===== config.mk =====
export PLATFORM = sky130hd
export DESIGN_NAME = mem_arbiter_flat
export DESIGN_NICKNAME = d
export VERILOG_FILES = /design/src/logic/mem_bus_pkg.sv /design/src/logic/mem_bus_if.sv /design/src/logic/mem_arbiter.sv /design/src/flat_wrapper.sv
export SDC_FILE = /design/constraint.sdc
export NUM_CORES = 1
export LEC_CHECK = 0
export BUFFER_PORTS_ARGS = -buffer_cell sky130_fd_sc_hd__buf_2
export CAP_MARGIN = 10
export CORE_AREA = 2 2 92 94
export CTS_CLUSTER_DIAMETER = 200
export DETAILED_ROUTE_END_ITERATION = 8
export DIE_AREA = 0 0 94 96
export GPL_TIMING_DRIVEN = 0
export HOLD_SLACK_MARGIN = 0.05
export MAX_ROUTING_LAYER = met4
export PLACE_DENSITY = 0.48
export SETUP_SLACK_MARGIN = 0.2
export SLEW_MARGIN = 5
export SYNTH_ARGS = -nofsm -noshare
export SYNTH_HDL_FRONTEND = slang
export SYNTH_SLANG_ARGS = --single-unit

===== constraint.sdc =====
create_clock -name clk -period 1.8 [get_ports clk]
set_input_delay 0.27 -clock clk [delete_from_list [all_inputs] [get_ports clk]]
set_output_delay 0.27 -clock clk [all_outputs]
set_load 0.03 [all_outputs]

===== src/logic/mem_bus_pkg.sv =====
/*
 * shared memory bus definitions
 * address and word types, memory depth and requester encoding
 */
package mem_bus_pkg;

    localparam int MEM_DEPTH = 1024;
    localparam int MEM_AW    = $clog2(MEM_DEPTH);
    localparam int WORD_W    = 32;

    typedef logic [MEM_AW-1:0] mem_addr_t;
    typedef logic [WORD_W-1:0] mem_word_t;

    // peers on the shared port
    typedef enum logic {HOST = 1'b0, DMA = 1'b1} requester_t;

endpackage


===== src/logic/mem_bus_if.sv =====
/*
 * word request bus
 * request/grant with one-cycle read latency, used between a
 * requester, the arbiter and the memory
 */
`timescale 1ns/10ps

interface mem_bus_if ();

    // request side, held until gnt
    logic                  req;
    logic                  we;
    mem_bus_pkg::mem_addr_t addr;
    mem_bus_pkg::mem_word_t wdata;
    // response side
    logic                  gnt;
    logic                  rvalid;
    mem_bus_pkg::mem_word_t rdata;

    modport requester (output req, we, addr, wdata, input gnt, rvalid, rdata);
    modport arbiter (input req, we, addr, wdata, output gnt, rvalid, rdata);
    modport memory (input req, we, addr, wdata, output gnt, rvalid, rdata);

endinterface


===== src/logic/mem_arbiter.sv =====
/*
 * round-robin memory arbiter
 * merges host and DMA requests onto the single memory port and
 * returns read data only to the requester that owned the read
 */
`timescale 1ns/10ps

module mem_arbiter (
    input logic           clk,
    input logic           rst_n,
    mem_bus_if.arbiter    host_bus,
    mem_bus_if.arbiter    dma_bus,
    mem_bus_if.requester  mem_bus
);

    mem_bus_pkg::requester_t sel;
    mem_bus_pkg::requester_t last_winner;
    mem_bus_pkg::requester_t rd_owner;

    // tie goes to whoever lost last time
    always_comb begin
        if (host_bus.req && dma_bus.req) begin
            sel = (last_winner == mem_bus_pkg::HOST) ? mem_bus_pkg::DMA : mem_bus_pkg::HOST;
        end else if (dma_bus.req) begin
            sel = mem_bus_pkg::DMA;
        end else begin
            sel = mem_bus_pkg::HOST;
        end
    end

    // forward the winner
    assign mem_bus.req   = host_bus.req | dma_bus.req;
    assign mem_bus.we    = (sel == mem_bus_pkg::DMA) ? dma_bus.we : host_bus.we;
    assign mem_bus.addr  = (sel == mem_bus_pkg::DMA) ? dma_bus.addr : host_bus.addr;
    assign mem_bus.wdata = (sel == mem_bus_pkg::DMA) ? dma_bus.wdata : host_bus.wdata;

    // grant in the same cycle
    assign host_bus.gnt = mem_bus.gnt && host_bus.req && (sel == mem_bus_pkg::HOST);
    assign dma_bus.gnt  = mem_bus.gnt && dma_bus.req && (sel == mem_bus_pkg::DMA);

    // read data is shared, valid is steered
    assign host_bus.rdata  = mem_bus.rdata;
    assign dma_bus.rdata   = mem_bus.rdata;
    assign host_bus.rvalid = mem_bus.rvalid && (rd_owner == mem_bus_pkg::HOST);
    assign dma_bus.rvalid  = mem_bus.rvalid && (rd_owner == mem_bus_pkg::DMA);

    always_ff @(posedge clk) begin
        if (!rst_n) begin
            // host wins the first tie
            last_winner <= mem_bus_pkg::DMA;
            rd_owner    <= mem_bus_pkg::HOST;
        end else if (mem_bus.req && mem_bus.gnt) begin
            last_winner <= sel;
            // owner of the read whose data comes back next cycle
            if (!mem_bus.we) begin
                rd_owner <= sel;
            end
        end
    end

endmodule


===== src/flat_wrapper.sv =====
// flat-port wrapper written by rule: the top's interface ports become plain ports
module mem_arbiter_flat 
  (clk, rst_n, host_bus_req, host_bus_we, host_bus_addr, host_bus_wdata, host_bus_gnt, host_bus_rvalid, host_bus_rdata, dma_bus_req, dma_bus_we, dma_bus_addr, dma_bus_wdata, dma_bus_gnt, dma_bus_rvalid, dma_bus_rdata, mem_bus_req, mem_bus_we, mem_bus_addr, mem_bus_wdata, mem_bus_gnt, mem_bus_rvalid, mem_bus_rdata);
  mem_bus_if host_bus_i ();
  mem_bus_if dma_bus_i ();
  mem_bus_if mem_bus_i ();
  input logic clk;
  input logic rst_n;
  input wire logic [$bits(host_bus_i.req)-1:0] host_bus_req;
  input wire logic [$bits(host_bus_i.we)-1:0] host_bus_we;
  input wire logic [$bits(host_bus_i.addr)-1:0] host_bus_addr;
  input wire logic [$bits(host_bus_i.wdata)-1:0] host_bus_wdata;
  output wire logic [$bits(host_bus_i.gnt)-1:0] host_bus_gnt;
  output wire logic [$bits(host_bus_i.rvalid)-1:0] host_bus_rvalid;
  output wire logic [$bits(host_bus_i.rdata)-1:0] host_bus_rdata;
  input wire logic [$bits(dma_bus_i.req)-1:0] dma_bus_req;
  input wire logic [$bits(dma_bus_i.we)-1:0] dma_bus_we;
  input wire logic [$bits(dma_bus_i.addr)-1:0] dma_bus_addr;
  input wire logic [$bits(dma_bus_i.wdata)-1:0] dma_bus_wdata;
  output wire logic [$bits(dma_bus_i.gnt)-1:0] dma_bus_gnt;
  output wire logic [$bits(dma_bus_i.rvalid)-1:0] dma_bus_rvalid;
  output wire logic [$bits(dma_bus_i.rdata)-1:0] dma_bus_rdata;
  output wire logic [$bits(mem_bus_i.req)-1:0] mem_bus_req;
  output wire logic [$bits(mem_bus_i.we)-1:0] mem_bus_we;
  output wire logic [$bits(mem_bus_i.addr)-1:0] mem_bus_addr;
  output wire logic [$bits(mem_bus_i.wdata)-1:0] mem_bus_wdata;
  input wire logic [$bits(mem_bus_i.gnt)-1:0] mem_bus_gnt;
  input wire logic [$bits(mem_bus_i.rvalid)-1:0] mem_bus_rvalid;
  input wire logic [$bits(mem_bus_i.rdata)-1:0] mem_bus_rdata;
  assign host_bus_i.req = host_bus_req;
  assign host_bus_i.we = host_bus_we;
  assign host_bus_i.addr = host_bus_addr;
  assign host_bus_i.wdata = host_bus_wdata;
  assign host_bus_gnt = host_bus_i.gnt;
  assign host_bus_rvalid = host_bus_i.rvalid;
  assign host_bus_rdata = host_bus_i.rdata;
  assign dma_bus_i.req = dma_bus_req;
  assign dma_bus_i.we = dma_bus_we;
  assign dma_bus_i.addr = dma_bus_addr;
  assign dma_bus_i.wdata = dma_bus_wdata;
  assign dma_bus_gnt = dma_bus_i.gnt;
  assign dma_bus_rvalid = dma_bus_i.rvalid;
  assign dma_bus_rdata = dma_bus_i.rdata;
  assign mem_bus_req = mem_bus_i.req;
  assign mem_bus_we = mem_bus_i.we;
  assign mem_bus_addr = mem_bus_i.addr;
  assign mem_bus_wdata = mem_bus_i.wdata;
  assign mem_bus_i.gnt = mem_bus_gnt;
  assign mem_bus_i.rvalid = mem_bus_rvalid;
  assign mem_bus_i.rdata = mem_bus_rdata;
  mem_arbiter u_core (.clk(clk), .rst_n(rst_n), .host_bus(host_bus_i), .dma_bus(dma_bus_i), .mem_bus(mem_bus_i));
endmodule

==> results.md <==
Layout:
- The final layout contains between 400 and 500 nets.
- The layout cell share with drive strength beyond 1 is 96.80%.
- Counting the fill cells in the layout gives between 800 and 900.
- The diode insertion count for antenna repair is 0.
- The area growth from synthesis to final layout is 126.3%.
- The fraction of the core area covered by cells at the end of the flow is 32.11%.

Place:
- The worst slack after detailed placement is roughly 0.09 ns.
- The count of input and output buffers is between 200 and 250.
- At the end of routability-driven placement, the weighted congestion stood at ~0.75.
- The wire-length estimate of the detail-placed layout is roughly 4200 um.

Timing:
- Final hold analysis gives a worst-case slack of around 0.29 ns.
- In the finished design, the share of the clock period the worst path needs comes to between 90% and 100%.
- For this run, the top clock speed supported by timing is between 0.5 and 0.6 GHz.
- The worst slew margin relative to its limit is 86.35%.
- The worst-margin pin slew is slightly above 0.2 ns.
- The minimum period implied by the final worst setup slack is roughly 1.8 ns.
- Adding up every negative setup slack in the final design gives 0 ns.
- Setup repair after global routing could not meet its margin everywhere.
- The hold violation count in the final report is 0.
- The number of endpoints failing setup at the final stage is 0.
- On the final layout, the worst clock skew is about 0.0025 ns.
- The count of final max-slew check failures is 0.
- The minimum setup slack in the final design is 0.01866 ns.

Floorplanning:
- Once the floorplan was initialized, standard cells occupied approximately 14% of the core.
- In this run the vertical extent of the chip is between 90 and 100 um.
- The width of the die is about 94 um.
- The standard-cell row count is 33.
- The floorplan step defined a core boundary enclosing 8051 sq um.
- The floorplan die area is ~9000 sq um.
- The number of I/O pins is 236.

CTS:
- The hold-fix buffer count after cts is 0.
- The buffer type at the clock tree root is sky130_fd_sc_hd__clkbuf_8.
- The clock-pin slew on the worst setup and hold paths is 0.03 ns.
- The clock tree from TritonCTS is yes.
- The clock sink count is 2.
- Counting along the longest clock path gives a buffer depth of 2.
- In this run the number of H-tree levels came out at 1.
- The clock network latency to the later pin of the worst-skew pair is ~0.21 ns.
- The CTS buffer count is 3.

Worst setup path:
- The critical path startpoint category is a register.
- In this run the worst path has a maximum fanout of 10.
- The required time of the worst setup path is 1.53 ns.
- The setup path with the least slack is of type register to primary output.
- The endpoint type of the worst setup path is a primary output.
- Data on the critical path arrives at its endpoint at about 1.5 ns.
- The signal on the critical path passes through a21boi_4, buf_6, buf_6, mux2_2, buf_2.
- In this design, the critical path's most frequently occurring cell is sky130_fd_sc_hd__buf_6.
- The largest single stage delay on the critical path is 0.34 ns.
- The cell at the slowest stage of the critical path is sky130_fd_sc_hd__mux2_2.

Power and ir drop:
- The total power of the final layout is roughly 1.2 mW.
- IR analysis of the VDD net gives a maximum drop of about 0.15 mV.
- Power spread over the standard cell area amounts to between 400 and 500 nW/um^2.
- For this design the static power due to leakage is between 1.5 and 2 nW.

Yosys:
- The biggest area contributor in the post-synthesis netlist is sky130_fd_sc_hd__mux2_2.
- The warning count from the yosys run is 0.
- The share of the synthesized area in the top cell type is between 40% and 50%.
- The number of synthesized register bits is 2.
- Counting every instance in the synthesized netlist gives roughly 130.
- The post-synthesis instance area is ~1100 sq um.
- Counting every net in the synthesized netlist gives approximately 250.
- Ranked by total cell area, the synthesized netlist is headed by sky130_fd_sc_hd__mux2_2 (42%), sky130_fd_sc_hd__buf_4 (42%), sky130_fd_sc_hd__buf_6 (3.9%).
- Averaged over all synthesized cells, the footprint is 8.995 sq um.
- The number of distinct library cells after synthesis is 14.
- Sequential elements use approximately 3.5% of the synthesized area.

Global routing:
- The first global-routing pass estimated 6451 um of wire.
- The total routing usage reported by global routing is under 10%.
- The met2 global-route usage is roughly a fifth.
- The global-route met1 utilization is between 8 and 9%.
- The via count of the first global-routing pass is between 1500 and 2000.
- The busiest metal layer after global routing is met2.
- The total overflow reported by the global router is 0.
- The number of antenna violations at the first check in global routing came to 0.
- The global-route track usage on met3 is 3.681%.
- Entering global routing, the biggest net connects 11 pins.

Routing:
- The number of nets still failing antenna checks after routing is 0.
- The post-route DRC violation count is 0.
- For this block, the routed nets add up to 5075 um of wire.
- The count of TritonRoute iterations in the first routing pass is 3.
- In the final routed layout, each cell accounts on average for between 10 and 15 um.
- In this run, the number of DRC markers left after iteration 0 of detailed routing was 15.
- The number of vias after detailed routing is around 1600.
- The vias per cell is around 3.6.

Job:
- Across the run, the number of max-cap violations was 0.

Worst hold path:
- The path class of the lowest-slack min-delay path is primary input to register.

Status:
- The run finished with clean final reports.
==> power breakdown <==
group / switching [mW] / internal, mW
Clock: 0.0353 / 0.141
Sequential: 0.00275 / 0.0477
Combinational: 0.515 / 0.437
Total: 0.553 / 0.627
==> worst paths after layout <==
kind         slack, ns  cells past startpoint                         endpoint                            start
min               0.29                      2  u_core.last_winner$_SDFFE_PN1P_                            rst_n
min reg2reg       0.50                      2     u_core.rd_owner$_SDFFE_PN0P_     u_core.rd_owner$_SDFFE_PN0P_
max               0.02                      5                mem_bus_wdata[21]  u_core.last_winner$_SDFFE_PN1P_
max reg2reg       0.69                      5     u_core.rd_owner$_SDFFE_PN0P_  u_core.last_winner$_SDFFE_PN1P_
==> cell usage after synthesis <==
cell type and instances:
sky130_fd_sc_hd__dfxtp_1 2, sky130_fd_sc_hd__nand2_1 4, sky130_fd_sc_hd__buf_2 1, sky130_fd_sc_hd__or2_2 1
sky130_fd_sc_hd__nand4b_1 1, sky130_fd_sc_hd__buf_4 64, sky130_fd_sc_hd__o311ai_2 1, sky130_fd_sc_hd__a21boi_2 1
sky130_fd_sc_hd__nor2b_1 1, sky130_fd_sc_hd__buf_6 4, sky130_fd_sc_hd__mux2_2 43, sky130_fd_sc_hd__o211ai_1 1
sky130_fd_sc_hd__nor2_1 1, sky130_fd_sc_hd__and2_1 2
==> critical path, delay by kind of cell, from the launching register on <==
kind | cells | cell delay (ns)
muxes | 1 | 0.34
buffers and inverters | 3 | 0.48
AOI/OAI and AO/OA | 1 | 0.16
DFF | 1 | 0.32
==> flip-flops by register name, indices dropped and copies added (netlist names) <==
signal and cells:
u_core.last_winner 1, u_core.rd_owner 1
==> area by class of cell <==
cell class | count | area, sq um | area share [%]
tap | 105 | 131.4 | 5.082
multi-input combinational | 56 | 628.1 | 24.30
buffer | 69 | 540.5 | 20.91
sequential | 2 | 41.29 | 1.597
clock buffer | 3 | 41.29 | 1.597
timing repair buffer | 214 | 1202 | 46.51
==> logic make-up after synthesis <==
logic type             share of synthesized area (%)
buffers and inverters                          46.44
muxes                                          42.39
and+or+nand+nor                                4.600
AOI/OAI and AO/OA                              3.067
DFF                                            3.505
==> what timing repair did <==
| action | in CTS | in global routing |
|---|---|---|
| gates cloned | 1 | 1 |
| gates resized for setup | 40 | 16 |
| setup endpoints to repair | 44 | 44 |
| buffers inserted | 7 | 2 |
| endpoints found under the hold margin | 0 | 0 |
==> through the flow <==
| step | instance area, sq um | std cells |
|---|---|---|
| floorplan | 1142 | 127 |
| global placement | 2290 | 435 |
| CTS | 2524 | 446 |
| global route | 2585 | 449 |
| finish | 2585 | 449 |
| detailed placement | 2290 | 435 |
==> metal layers <==
metal	vias up	share of wire [%]
li1	797	-
met5	-	0
met2	144	51
met4	0	1.1
met1	684	31
met3	8	16
==> cell usage in the layout, fill, tap and decap left out <==
master / count
sky130_fd_sc_hd__dfxtp_2: 1
sky130_fd_sc_hd__nor2_1: 1
sky130_fd_sc_hd__buf_6: 19
sky130_fd_sc_hd__mux2_4: 13
sky130_fd_sc_hd__nor2b_1: 1
sky130_fd_sc_hd__clkbuf_4: 3
sky130_fd_sc_hd__a21boi_4: 1
sky130_fd_sc_hd__and2_1: 2
sky130_fd_sc_hd__o211ai_1: 1
sky130_fd_sc_hd__clkbuf_8: 3
sky130_fd_sc_hd__buf_8: 2
sky130_fd_sc_hd__o311ai_2: 1
sky130_fd_sc_hd__buf_2: 187
sky130_fd_sc_hd__mux2_2: 30
sky130_fd_sc_hd__or2_2: 1
sky130_fd_sc_hd__buf_4: 72
sky130_fd_sc_hd__dfxtp_1: 1
sky130_fd_sc_hd__nand4b_1: 1
sky130_fd_sc_hd__nand2_1: 4
Note: power is estimated with default switching activity, not from simulation.
