--- src/logic/mm_cfg_pkg.sv ---
/*
 * matrix-multiply configuration
 * dimension, element, accumulator and index types shared by
 * the DMA engine and the multiply array
 */
package mm_cfg_pkg;

    // square matrices only
    localparam int MAT_DIM   = 4;
    localparam int MAT_ELEMS = MAT_DIM * MAT_DIM;

    // bit widths
    localparam int ELEM_W = 8;
    localparam int ACC_W  = 32;

    // signed input element, taken from bits 7:0 of a memory word
    typedef logic signed [ELEM_W-1:0] elem_t;
    // signed result element, wide enough for any 4-term sum
    typedef logic signed [ACC_W-1:0] acc_t;
    // row-major element index
    typedef logic [$clog2(MAT_ELEMS)-1:0] elem_idx_t;
    // multiply step counter, one step per k
    typedef logic [$clog2(MAT_DIM)-1:0] step_t;

endpackage

--- src/logic/mem_bus_pkg.sv ---
/*
 * shared memory bus definitions
 * address and word types, memory depth and requester encoding
 */
package mem_bus_pkg;

    localparam int MEM_DEPTH = 1024;
    localparam int MEM_AW    = $clog2(MEM_DEPTH);
    localparam int WORD_W    = 32;

    typedef logic [MEM_AW-1:0] mem_addr_t;
    typedef logic [WORD_W-1:0] mem_word_t;

    // peers on the shared port
    typedef enum logic {HOST = 1'b0, DMA = 1'b1} requester_t;

endpackage

--- src/logic/mem_bus_if.sv ---
/*
 * word request bus
 * request/grant with one-cycle read latency, used between a
 * requester, the arbiter and the memory
 */
`timescale 1ns/10ps

interface mem_bus_if ();

    // request side, held until gnt
    logic                  req;
    logic                  we;
    mem_bus_pkg::mem_addr_t addr;
    mem_bus_pkg::mem_word_t wdata;
    // response side
    logic                  gnt;
    logic                  rvalid;
    mem_bus_pkg::mem_word_t rdata;

    modport requester (output req, we, addr, wdata, input gnt, rvalid, rdata);
    modport arbiter (input req, we, addr, wdata, output gnt, rvalid, rdata);
    modport memory (input req, we, addr, wdata, output gnt, rvalid, rdata);

endinterface

--- src/logic/mm_ctrl_if.sv ---
/*
 * multiply array control
 * operand load, start/done pulses and result readout between
 * the DMA engine and the multiply array
 */
`timescale 1ns/10ps

interface mm_ctrl_if ();

    // operand load port, one element per cycle
    logic                  ld_we;
    logic                  ld_sel_b;
    mm_cfg_pkg::elem_idx_t ld_idx;
    mm_cfg_pkg::elem_t     ld_data;
    // one-cycle pulses
    logic                  start;
    logic                  done;
    // result readout, combinational
    mm_cfg_pkg::elem_idx_t c_idx;
    mm_cfg_pkg::acc_t      c_data;

    modport engine (output ld_we, ld_sel_b, ld_idx, ld_data, start, c_idx,
                    input done, c_data);
    modport array (input ld_we, ld_sel_b, ld_idx, ld_data, start, c_idx,
                   output done, c_data);

endinterface

--- src/logic/dma_engine.sv ---
/*
 * DMA engine
 * reads A and B into the multiply array, starts it, waits for
 * done and writes the 16 results of C back to memory
 */
`timescale 1ns/10ps

module dma_engine (
    input  logic                   clk,
    input  logic                   rst_n,
    input  mem_bus_pkg::mem_addr_t a_base_i,
    input  mem_bus_pkg::mem_addr_t b_base_i,
    input  mem_bus_pkg::mem_addr_t c_base_i,
    input  logic                   start_i,
    output logic                   busy_o,
    output logic                   done_o,
    mem_bus_if.requester           bus_if,
    mm_ctrl_if.engine              mm_if
);

    typedef enum logic [2:0] {
        IDLE,
        LOAD,
        START_MM,
        WAIT_MM,
        STORE,
        FINISH
    } dma_state_t;

    dma_state_t state;

    // latched job addresses
    mem_bus_pkg::mem_addr_t a_base;
    mem_bus_pkg::mem_addr_t b_base;
    mem_bus_pkg::mem_addr_t c_base;

    // issued reads 0..32, bit 4 picks B
    logic [5:0] rq_cnt;
    // returned reads 0..31
    logic [4:0] rd_cnt;
    // stored results
    mm_cfg_pkg::elem_idx_t st_cnt;

    logic rd_pending;
    mm_cfg_pkg::elem_idx_t rq_idx;

    assign rd_pending = (rq_cnt < 6'(2 * mm_cfg_pkg::MAT_ELEMS));
    assign rq_idx     = rq_cnt[3:0];

    always_ff @(posedge clk) begin
        if (!rst_n) begin
            state  <= IDLE;
            rq_cnt <= '0;
            rd_cnt <= '0;
            st_cnt <= '0;
        end else begin
            case (state)
                IDLE: begin
                    if (start_i) begin
                        state  <= LOAD;
                        rq_cnt <= '0;
                        rd_cnt <= '0;
                        st_cnt <= '0;
                    end
                end
                LOAD: begin
                    // requests and returns overlap
                    if (bus_if.req && bus_if.gnt) begin
                        rq_cnt <= rq_cnt + 6'd1;
                    end
                    if (bus_if.rvalid) begin
                        rd_cnt <= rd_cnt + 5'd1;
                        if (rd_cnt == 5'(2 * mm_cfg_pkg::MAT_ELEMS - 1)) begin
                            state <= START_MM;
                        end
                    end
                end
                START_MM: state <= WAIT_MM;
                WAIT_MM: begin
                    if (mm_if.done) begin
                        state <= STORE;
                    end
                end
                STORE: begin
                    if (bus_if.gnt) begin
                        st_cnt <= st_cnt + 1'b1;
                        if (st_cnt == mm_cfg_pkg::elem_idx_t'(mm_cfg_pkg::MAT_ELEMS - 1)) begin
                            state <= FINISH;
                        end
                    end
                end
                FINISH: state <= IDLE;
                default: state <= IDLE;
            endcase
        end
    end

    // bases held for the whole job
    always_ff @(posedge clk) begin
        if (state == IDLE && start_i) begin
            a_base <= a_base_i;
            b_base <= b_base_i;
            c_base <= c_base_i;
        end
    end

    always_comb begin
        bus_if.req   = 1'b0;
        bus_if.we    = 1'b0;
        bus_if.addr  = c_base + mem_bus_pkg::mem_addr_t'(st_cnt);
        bus_if.wdata = mem_bus_pkg::mem_word_t'(mm_if.c_data);
        if (state == LOAD) begin
            bus_if.req  = rd_pending;
            bus_if.addr = (rq_cnt[4] ? b_base : a_base) + mem_bus_pkg::mem_addr_t'(rq_idx);
        end else if (state == STORE) begin
            bus_if.req = 1'b1;
            bus_if.we  = 1'b1;
        end
    end

    // returned words go straight into the operand registers
    assign mm_if.ld_we    = (state == LOAD) && bus_if.rvalid;
    assign mm_if.ld_sel_b = rd_cnt[4];
    assign mm_if.ld_idx   = rd_cnt[3:0];
    // upper word bits ignored
    assign mm_if.ld_data  = mm_cfg_pkg::elem_t'(bus_if.rdata[7:0]);
    assign mm_if.start    = (state == START_MM);
    assign mm_if.c_idx    = st_cnt;

    assign busy_o = (state != IDLE);
    assign done_o = (state == FINISH);

endmodule

--- src/flat_wrapper.sv ---
// flat-port wrapper written by rule: the top's interface ports become plain ports
module dma_engine_flat 
  (clk, rst_n, a_base_i, b_base_i, c_base_i, start_i, busy_o, done_o, bus_if_req, bus_if_we, bus_if_addr, bus_if_wdata, bus_if_gnt, bus_if_rvalid, bus_if_rdata, mm_if_ld_we, mm_if_ld_sel_b, mm_if_ld_idx, mm_if_ld_data, mm_if_start, mm_if_c_idx, mm_if_done, mm_if_c_data);
  mem_bus_if bus_if_i ();
  mm_ctrl_if mm_if_i ();
  input  logic clk;
  input  logic rst_n;
  input  mem_bus_pkg::mem_addr_t a_base_i;
  input  mem_bus_pkg::mem_addr_t b_base_i;
  input  mem_bus_pkg::mem_addr_t c_base_i;
  input  logic start_i;
  output logic busy_o;
  output logic done_o;
  output wire logic [$bits(bus_if_i.req)-1:0] bus_if_req;
  output wire logic [$bits(bus_if_i.we)-1:0] bus_if_we;
  output wire logic [$bits(bus_if_i.addr)-1:0] bus_if_addr;
  output wire logic [$bits(bus_if_i.wdata)-1:0] bus_if_wdata;
  input wire logic [$bits(bus_if_i.gnt)-1:0] bus_if_gnt;
  input wire logic [$bits(bus_if_i.rvalid)-1:0] bus_if_rvalid;
  input wire logic [$bits(bus_if_i.rdata)-1:0] bus_if_rdata;
  output wire logic [$bits(mm_if_i.ld_we)-1:0] mm_if_ld_we;
  output wire logic [$bits(mm_if_i.ld_sel_b)-1:0] mm_if_ld_sel_b;
  output wire logic [$bits(mm_if_i.ld_idx)-1:0] mm_if_ld_idx;
  output wire logic [$bits(mm_if_i.ld_data)-1:0] mm_if_ld_data;
  output wire logic [$bits(mm_if_i.start)-1:0] mm_if_start;
  output wire logic [$bits(mm_if_i.c_idx)-1:0] mm_if_c_idx;
  input wire logic [$bits(mm_if_i.done)-1:0] mm_if_done;
  input wire logic [$bits(mm_if_i.c_data)-1:0] mm_if_c_data;
  assign bus_if_req = bus_if_i.req;
  assign bus_if_we = bus_if_i.we;
  assign bus_if_addr = bus_if_i.addr;
  assign bus_if_wdata = bus_if_i.wdata;
  assign bus_if_i.gnt = bus_if_gnt;
  assign bus_if_i.rvalid = bus_if_rvalid;
  assign bus_if_i.rdata = bus_if_rdata;
  assign mm_if_ld_we = mm_if_i.ld_we;
  assign mm_if_ld_sel_b = mm_if_i.ld_sel_b;
  assign mm_if_ld_idx = mm_if_i.ld_idx;
  assign mm_if_ld_data = mm_if_i.ld_data;
  assign mm_if_start = mm_if_i.start;
  assign mm_if_c_idx = mm_if_i.c_idx;
  assign mm_if_i.done = mm_if_done;
  assign mm_if_i.c_data = mm_if_c_data;
  dma_engine u_core (.clk(clk), .rst_n(rst_n), .a_base_i(a_base_i), .b_base_i(b_base_i), .c_base_i(c_base_i), .start_i(start_i), .busy_o(busy_o), .done_o(done_o), .bus_if(bus_if_i), .mm_if(mm_if_i));
endmodule
--- config.mk ---
export PLATFORM = sky130hd
export DESIGN_NAME = dma_engine_flat
export DESIGN_NICKNAME = d
export VERILOG_FILES = /design/src/logic/mm_cfg_pkg.sv /design/src/logic/mem_bus_pkg.sv /design/src/logic/mem_bus_if.sv /design/src/logic/mm_ctrl_if.sv /design/src/logic/dma_engine.sv /design/src/flat_wrapper.sv
export SDC_FILE = /design/constraint.sdc
export NUM_CORES = 1
export LEC_CHECK = 0
export CORE_MARGIN = 5
export CORE_UTILIZATION = 50
export CTS_BUF_LIST = sky130_fd_sc_hd__clkbuf_4 sky130_fd_sc_hd__clkbuf_8
export CTS_CLUSTER_DIAMETER = 200
export CTS_CLUSTER_SIZE = 12
export DETAILED_ROUTE_END_ITERATION = 16
export DONT_BUFFER_PORTS = 1
export GPL_TIMING_DRIVEN = 0
export PLACE_DENSITY = 0.68
export REMOVE_ABC_BUFFERS = 1
export SYNTH_ARGS = -nofsm -noshare
export SYNTH_HDL_FRONTEND = slang
export SYNTH_SLANG_ARGS = --single-unit
--- constraint.sdc ---
create_clock -name clk -period 2.5 [get_ports clk]
set_input_delay 0.25 -clock clk [delete_from_list [all_inputs] [get_ports clk]]
set_output_delay 0.25 -clock clk [all_outputs]
set_load 0.03 [all_outputs]
==> results of run 1 <==
[cell families (layout without fill, tap and decap cells)]
group | count (synthesis) | after routing | synth area share
AOI/OAI and AO/OA | 43 | 43 | 0.0985
xor gates and xnor gates | 17 | 17 | 0.0523
adders and majority gates | 14 | 14 | 0.0668
buffers and inverters | 52 | 20 | 0.128
DFF | 48 | 48 | 0.443
muxes | 17 | 17 | 0.0620
and+or+nand+nor | 76 | 76 | 0.149
[how the worst max path moves through the flow]
stage	endpoint	slack, ns	depth (start not counted)
2_1_floorplan	bus_if_addr[6]	-0.48	8
3_3_place_gp	bus_if_addr[6]	-0.84	8
3_5_place_dp	bus_if_addr[6]	-0.83	8
4_1_cts	bus_if_addr[6]	-0.19	8
5_1_grt	bus_if_addr[4]	-0.24	8
6_report	bus_if_addr[6]	-0.14	8
[synth_stat cells (all sizes together), types with 2 or more instances]
master,n,area (um2)
clkbuf,3,11.3
mux2,5,56.3
or3,3,18.8
xnor2,6,52.6
nand3,4,20.0
nand4b,3,26.3
a21boi,3,22.5
mux2i,12,120
o21bai,2,15.0
dfxtp,18,360
nor3b,5,65.1
nand2,21,78.8
a22oi,4,30.0
nor2b,6,37.5
xor2,11,96.3
nand3b,3,22.5
nand4,6,37.5
nor2,17,63.8
a21oi,10,50.1
o21ai,11,55.1
edfxtp,30,901
a21o,4,30.0
nor3,3,15.0
inv,3,11.3
ha,12,150
buf,46,342
a211oi,4,30.0
fa,2,40.0
[sequential cells by signal, indices dropped and copies added, names as in the netlist]
name / flops
u_core.rd_cnt: 5
u_core.c_base: 10
u_core.state: 3
u_core.mm_if.c_idx: 4
u_core.a_base: 10
u_core.rq_cnt: 6
u_core.b_base: 10
[per-layer routing]
metal | vias to the layer above | share of wire | global-route usage
met5 | - | 0 | 0.00699
met2 | 117 | 0.41 | 0.266
met1 | 851 | 0.37 | 0.207
li1 | 849 | - | -
met3 | 6 | 0.21 | 0.189
met4 | 0 | 0.012 | 0.0489
[cell type report]
cell class                      instances  area [um2]
Clock buffer                            5        68.8
Clock inverter                          3        46.3
Fill cell                             475        2550
Inverter                                3        15.0
Multi-Input combinational cell        167        1410
Sequential cell                        48        1270
Tap cell                               72        90.1
Timing Repair Buffer                    8        60.1
Timing Repair inverter                  1        5.00
[worst register-to-register path, stage by stage (launching register included)]
cell,delay [ns]
dfxtp_1,0.58
nor2_1,0.14
nand3b_1,0.33
clkinvlp_2,0.71
[metrics by stage]
stage               hold slack, ns   util  cell area (um2)  power [W]  std cells
CTS                         0.0307  0.532             2930    0.00167        306
global placement             0.349  0.469             2580    0.00106        290
floorplan                    0.349      -             2490    0.00104        218
detailed placement           0.349  0.469             2580    0.00107        290
finish                      0.0406  0.538             2960    0.00166        307
global route                0.0187  0.538             2960    0.00172        307
[repair_timing]
| action | 4_1_cts | 5_1_grt |
|---|---|---|
| endpoints found under the hold margin | 0 | 0 |
| gates cloned | 0 | 1 |
| endpoints found under the setup margin | 9 | 16 |
| pin swaps | 13 | 4 |
| hold buffers | 0 | 0 |
| resized for setup | 34 | 5 |
| buffers inserted | 8 | 0 |
[power by group]
part | switching, W | total, W | leakage (nW) | internal (W)
Clock | 0.000269 | 0.000570 | 0.0548 | 0.000301
Combinational | 0.000124 | 0.000190 | 0.567 | 0.0000663
Sequential | 0.0000203 | 0.000897 | 0.433 | 0.000877
==> impl_metrics.py, run 1 <==
metrics = {
    "setup_path": {
        "crit_arrival_ns": 2.39,
        "cp_slowest_stage_delay_ns": 0.37,
        "r2r_cells": 3,
        "crit_family": "multiplexers",
        "endpoint_kind": "output port",
        "r2r_end": "u_core.c_base[2]$_DFFE_PP_",
        "cp_max_fo": 3,
        "crit_required_ns": 2.25,
        "rrSetupSlack_ns": 0.27,
        "crit_path_start": "u_core.rq_cnt[4]$_SDFFE_PN0P_",
        "slowest_stage": "dfxtp_4",
        "worstReg2RegStart": "u_core.state[1]$_SDFFE_PN0P_",
        "cp_num_buf_inv": 0,
        "critical_path_class": "reg -> out",
        "startpoint_type": "flip-flop",
        "crit_chain": "mux2_4, ha_4, fa_2, a21o_1, a21oi_4, nor3_2, xor2_1, mux2i_4",
    },
    "power": {
        "power.leakage_nw": 1.06,
        "pwr_density_cell_nw_per_um2": 560,
        "ir_drop_mv": 0.362,
    },
    "clock_network": {
        "htree_levels": 2,
        "clk_pin_slew_ns": 0.09,
        "cts_tree": "yes",
        "clk_root_buffer_cell": "clkbuf_8",
        "cts_made_buffers": 5,
        "clockBufferDepth": 2,
        "clock_latency_ns": 0.30,
        "cts.sinks": 48,
    },
    "cells_and_area": {
        "layout_commonest_cell": "edfxtp_1",
        "diodes": 0,
        "drive_gt1_frac": 0.209,
        "final_cell_mix": "edfxtp_1, nand2_1, nor2_1, dfxtp_1, xor2_1",
        "nets": 348,
        "area_delta_synth_final_pct": 4.05,
    },
    "flow_run": {
        "maxCapViolations": 0,
    },
    "worst_hold_path": {
        "worstHoldStart": "c_base_i[6]",
        "hold_class": "in -> reg",
        "min_to": "u_core.c_base[6]$_DFFE_PP_",
        "hold_depth": 0,
    },
    "yosys": {
        "yosysWarnings": 0,
        "synth_area_um2": 2850,
        "async_reset_ff_frac": 0,
        "post_synth.cell_area_avg_um2": 10.7,
        "syn_inst": 267,
        "ys_types": 42,
        "ys_seq_area_frac": 0.443,
        "synth_edf_count": 30,
        "synth-main-ff-cell": "edfxtp_1",
        "ys_ff_latch": 48,
    },
    "placement": {
        "dpl_worst_slack_ns": -0.827,
        "place_congestion": 0.833,
        "io_buffer_count": 0,
        "dpl.hpwl_mm": 5.47,
    },
    "timing": {
        "rsz0062_at_grt": "yes",
        "worst_slew_pin_slew_ns": 1.01,
        "final.setup.tns_ns": -0.609,
        "clock.fmax_ghz": 0.379,
        "slew_headroom": 0.322,
        "final_hold_viol_count": 0,
        "setup_ws_ns": -0.140,
        "fin_skew_ns": 0.00631,
        "period_minus_slack_ns": 2.64,
        "drv_slew": 0,
        "setup_viol": 7,
        "fin_crit_sh": 1.06,
    },
    "die": {
        "io_pins": 165,
        "die_w_um": 85.4,
        "start_util": 0.517,
        "die_h_um": 85.4,
        "rows": 27,
        "dieArea_um2": 7300,
        "floorplan.core_area_um2": 5510,
    },
    "route": {
        "drc": 0,
        "drt_iter0_drc": 40,
        "dr_total_vias": 1823,
        "antenna_left": 0,
        "first_pass_iters": 5,
        "routed_via_density": 5.94,
        "wirelength_mm": 7.11,
        "wl_per_cell_um": 23.1,
    },
    "global_routing": {
        "grt_pass1_wl_mm": 10.3,
        "grt_usage": 0.192,
        "grt.overflow.total": 0,
        "grt_max_degree": 35,
        "first_global_vias": 1774,
        "antenna_found_initial": 0,
    },
    "status": {
        "violations": "negative setup slack",
        "status": "finished with violations",
    },
}
Power figures use the tool's default switching activity.
==> run 2: changes to the inputs <==
--- a/config.mk
+++ b/config.mk
@@ -5,7 +5,6 @@
 export SDC_FILE = /design/constraint.sdc
 export NUM_CORES = 1
 export LEC_CHECK = 0
-export CORE_MARGIN = 5
 export CORE_UTILIZATION = 50
 export CTS_BUF_LIST = sky130_fd_sc_hd__clkbuf_4 sky130_fd_sc_hd__clkbuf_8
 export CTS_CLUSTER_DIAMETER = 200
==> run 2 against run 1 <==
Against the previous run:
- the run still ends with negative setup slack left
- final cell count down 0.65%
- largest cell class unchanged
- via count down 0.99%
- sequential share of layout area up 0.74 points
- combinational power about the same
- design area down 1.7%
- critical endpoint unchanged
- utilization down 0.91 points
- first-iteration DRC count rose to 3.3 times the previous value
- wire length up 0.87%
==> impl_metrics.py, run 2 (synthesis results as in run 1) <==
metrics = {
    "global_routing": {
        "grt_pass1_wl_mm": 10.0,
        "first_global_vias": 1644,
        "grt_usage": 0.239,
        "grt_max_degree": 35,
        "antenna_found_initial": 0,
        "grt.overflow.total": 0,
    },
    "setup_path": {
        "crit_family": "multiplexers",
        "cp_num_buf_inv": 0,
        "slowest_stage": "dfxtp_4",
        "cp_max_fo": 5,
        "crit_arrival_ns": 2.46,
        "endpoint_kind": "output port",
        "critical_path_class": "reg -> out",
        "cp_slowest_stage_delay_ns": 0.39,
        "crit_chain": "mux2_4, ha_4, fa_2, a21o_1, a21oi_2, nor3_2, xor2_1, mux2i_4",
        "crit_required_ns": 2.25,
        "startpoint_type": "flip-flop",
    },
    "clock_network": {
        "cts_tree": "yes",
        "cts.sinks": 48,
        "htree_levels": 2,
        "holdBufCountCts": 0,
        "cts_made_buffers": 5,
        "clk_pin_slew_ns": 0.09,
        "clock_latency_ns": 0.31,
        "clk_root_buffer_cell": "clkbuf_8",
        "clockBufferDepth": 2,
    },
    "route": {
        "wirelength_mm": 7.17,
        "routed_via_density": 5.92,
        "drt_iter0_drc": 132,
        "first_pass_iters": 4,
        "wl_per_cell_um": 23.5,
        "drc": 0,
        "dr_total_vias": 1805,
        "antenna_left": 0,
    },
    "die": {
        "floorplan.core_area_um2": 5510,
        "die_h_um": 77.4,
        "start_util": 0.517,
        "io_pins": 165,
        "rows": 27,
        "die_w_um": 77.4,
        "dieArea_um2": 6000,
    },
    "placement": {
        "place_congestion": 0.863,
        "dpl_worst_slack_ns": -0.820,
        "dpl.hpwl_mm": 5.55,
        "post_dp_cell_area_um2": 2580,
        "io_buffer_count": 0,
    },
    "timing": {
        "final_hold_viol_count": 0,
        "worst_slew_pin_slew_ns": 0.947,
        "clock.fmax_ghz": 0.369,
        "period_minus_slack_ns": 2.71,
        "setup_ws_ns": -0.210,
        "rsz0062_at_grt": "yes",
        "fin_skew_ns": 0.0144,
        "setup_viol": 5,
        "final.setup.tns_ns": -0.758,
        "slew_headroom": 0.367,
        "drv_slew": 0,
        "fin_crit_sh": 1.08,
    },
    "power": {
        "ir_drop_mv": 0.354,
        "fin_total_pwr_w": 0.00156,
        "power.leakage_nw": 1.02,
        "pwr_density_cell_nw_per_um2": 535,
    },
    "cells_and_area": {
        "n_fill_cell": 481,
        "nets": 346,
        "fin_area_um2": 2910,
        "diodes": 0,
        "drive_gt1_frac": 0.202,
        "top_regs": "u_core.a_base (10), u_core.b_base (10), u_core.c_base (10)",
        "final_cell_mix": "edfxtp_1, nand2_1, nor2_1, dfxtp_1, xor2_1",
        "area_delta_synth_final_pct": 2.29,
        "layout_commonest_cell": "edfxtp_1",
    },
    "status": {
        "status": "finished with violations",
        "violations": "negative setup slack",
    },
    "worst_hold_path": {
        "hold_class": "in -> reg",
    },
    "flow_run": {
        "maxCapViolations": 0,
    },
}
-- run 2: cell types whose count changed in the layout (fill, tap and decap cells not counted), sizes merged --
cell | previous run | this run
buf | 8 | 6
bufinv | 1 | 0
clkinv | 0 | 1
-- run 2: repair_timing --
action	in CTS	in global routing
endpoints found under the setup margin	9	16
setup buffers	5	1
pin swaps	2	5
gates resized for setup	25	13
gates cloned	0	1
-- run 2: routing by layer --
layer | part of all wire | vias up | global-route usage
li1 | - | 843 | -
met1 | 0.31 | 811 | 0.215
met2 | 0.46 | 141 | 0.366
met3 | 0.21 | 10 | 0.232
met4 | 0.026 | 0 | 0.0906
met5 | 0 | - | 0
-- run 2: stage by stage --
| step | hold slack, ns | utilization | std cells |
|---|---|---|---|
| 2_1_floorplan | 0.349 | - | 218 |
| 3_3_place_gp | 0.349 | 0.469 | 290 |
| 3_5_place_dp | 0.349 | 0.469 | 290 |
| 4_1_cts | 0.0340 | 0.516 | 303 |
| 5_1_grt | 0.0175 | 0.529 | 305 |
| 6_report | 0.0374 | 0.529 | 305 |
-- run 2: final timing paths --
kind | to | start | cells past startpoint | slack (ns)
worst min register to register | u_core.rq_cnt[3]$_SDFFE_PN0P_ | u_core.rq_cnt[3]$_SDFFE_PN0P_ | 1 | 0.56
worst min-delay path | u_core.b_base[0]$_DFFE_PP_ | b_base_i[0] | 0 | 0.04
worst max register to register | u_core.a_base[3]$_DFFE_PP_ | u_core.state[1]$_SDFFE_PN0P_ | 3 | 0.23
worst max-delay path | bus_if_addr[6] | u_core.rq_cnt[4]$_SDFFE_PN0P_ | 8 | -0.21
-- run 2: where the power goes --
part	switching, W	internal [W]	total, W
clock	0.000272	0.000200	0.000472
sequential	0.0000196	0.000877	0.000896
combinational	0.000123	0.0000646	0.000187
-- run 2: area by class of cell --
cell class              count  area, um2  area share
inverters                   3       15.0     0.00516
repair buffers              6       48.8      0.0168
well taps                  72       90.1      0.0310
clock inverters             3       22.5     0.00774
clock buffers               5       68.8      0.0236
flip-flops and latches     48       1270       0.436
repair inverters            1       5.00     0.00172
multi-input cells         167       1390       0.478
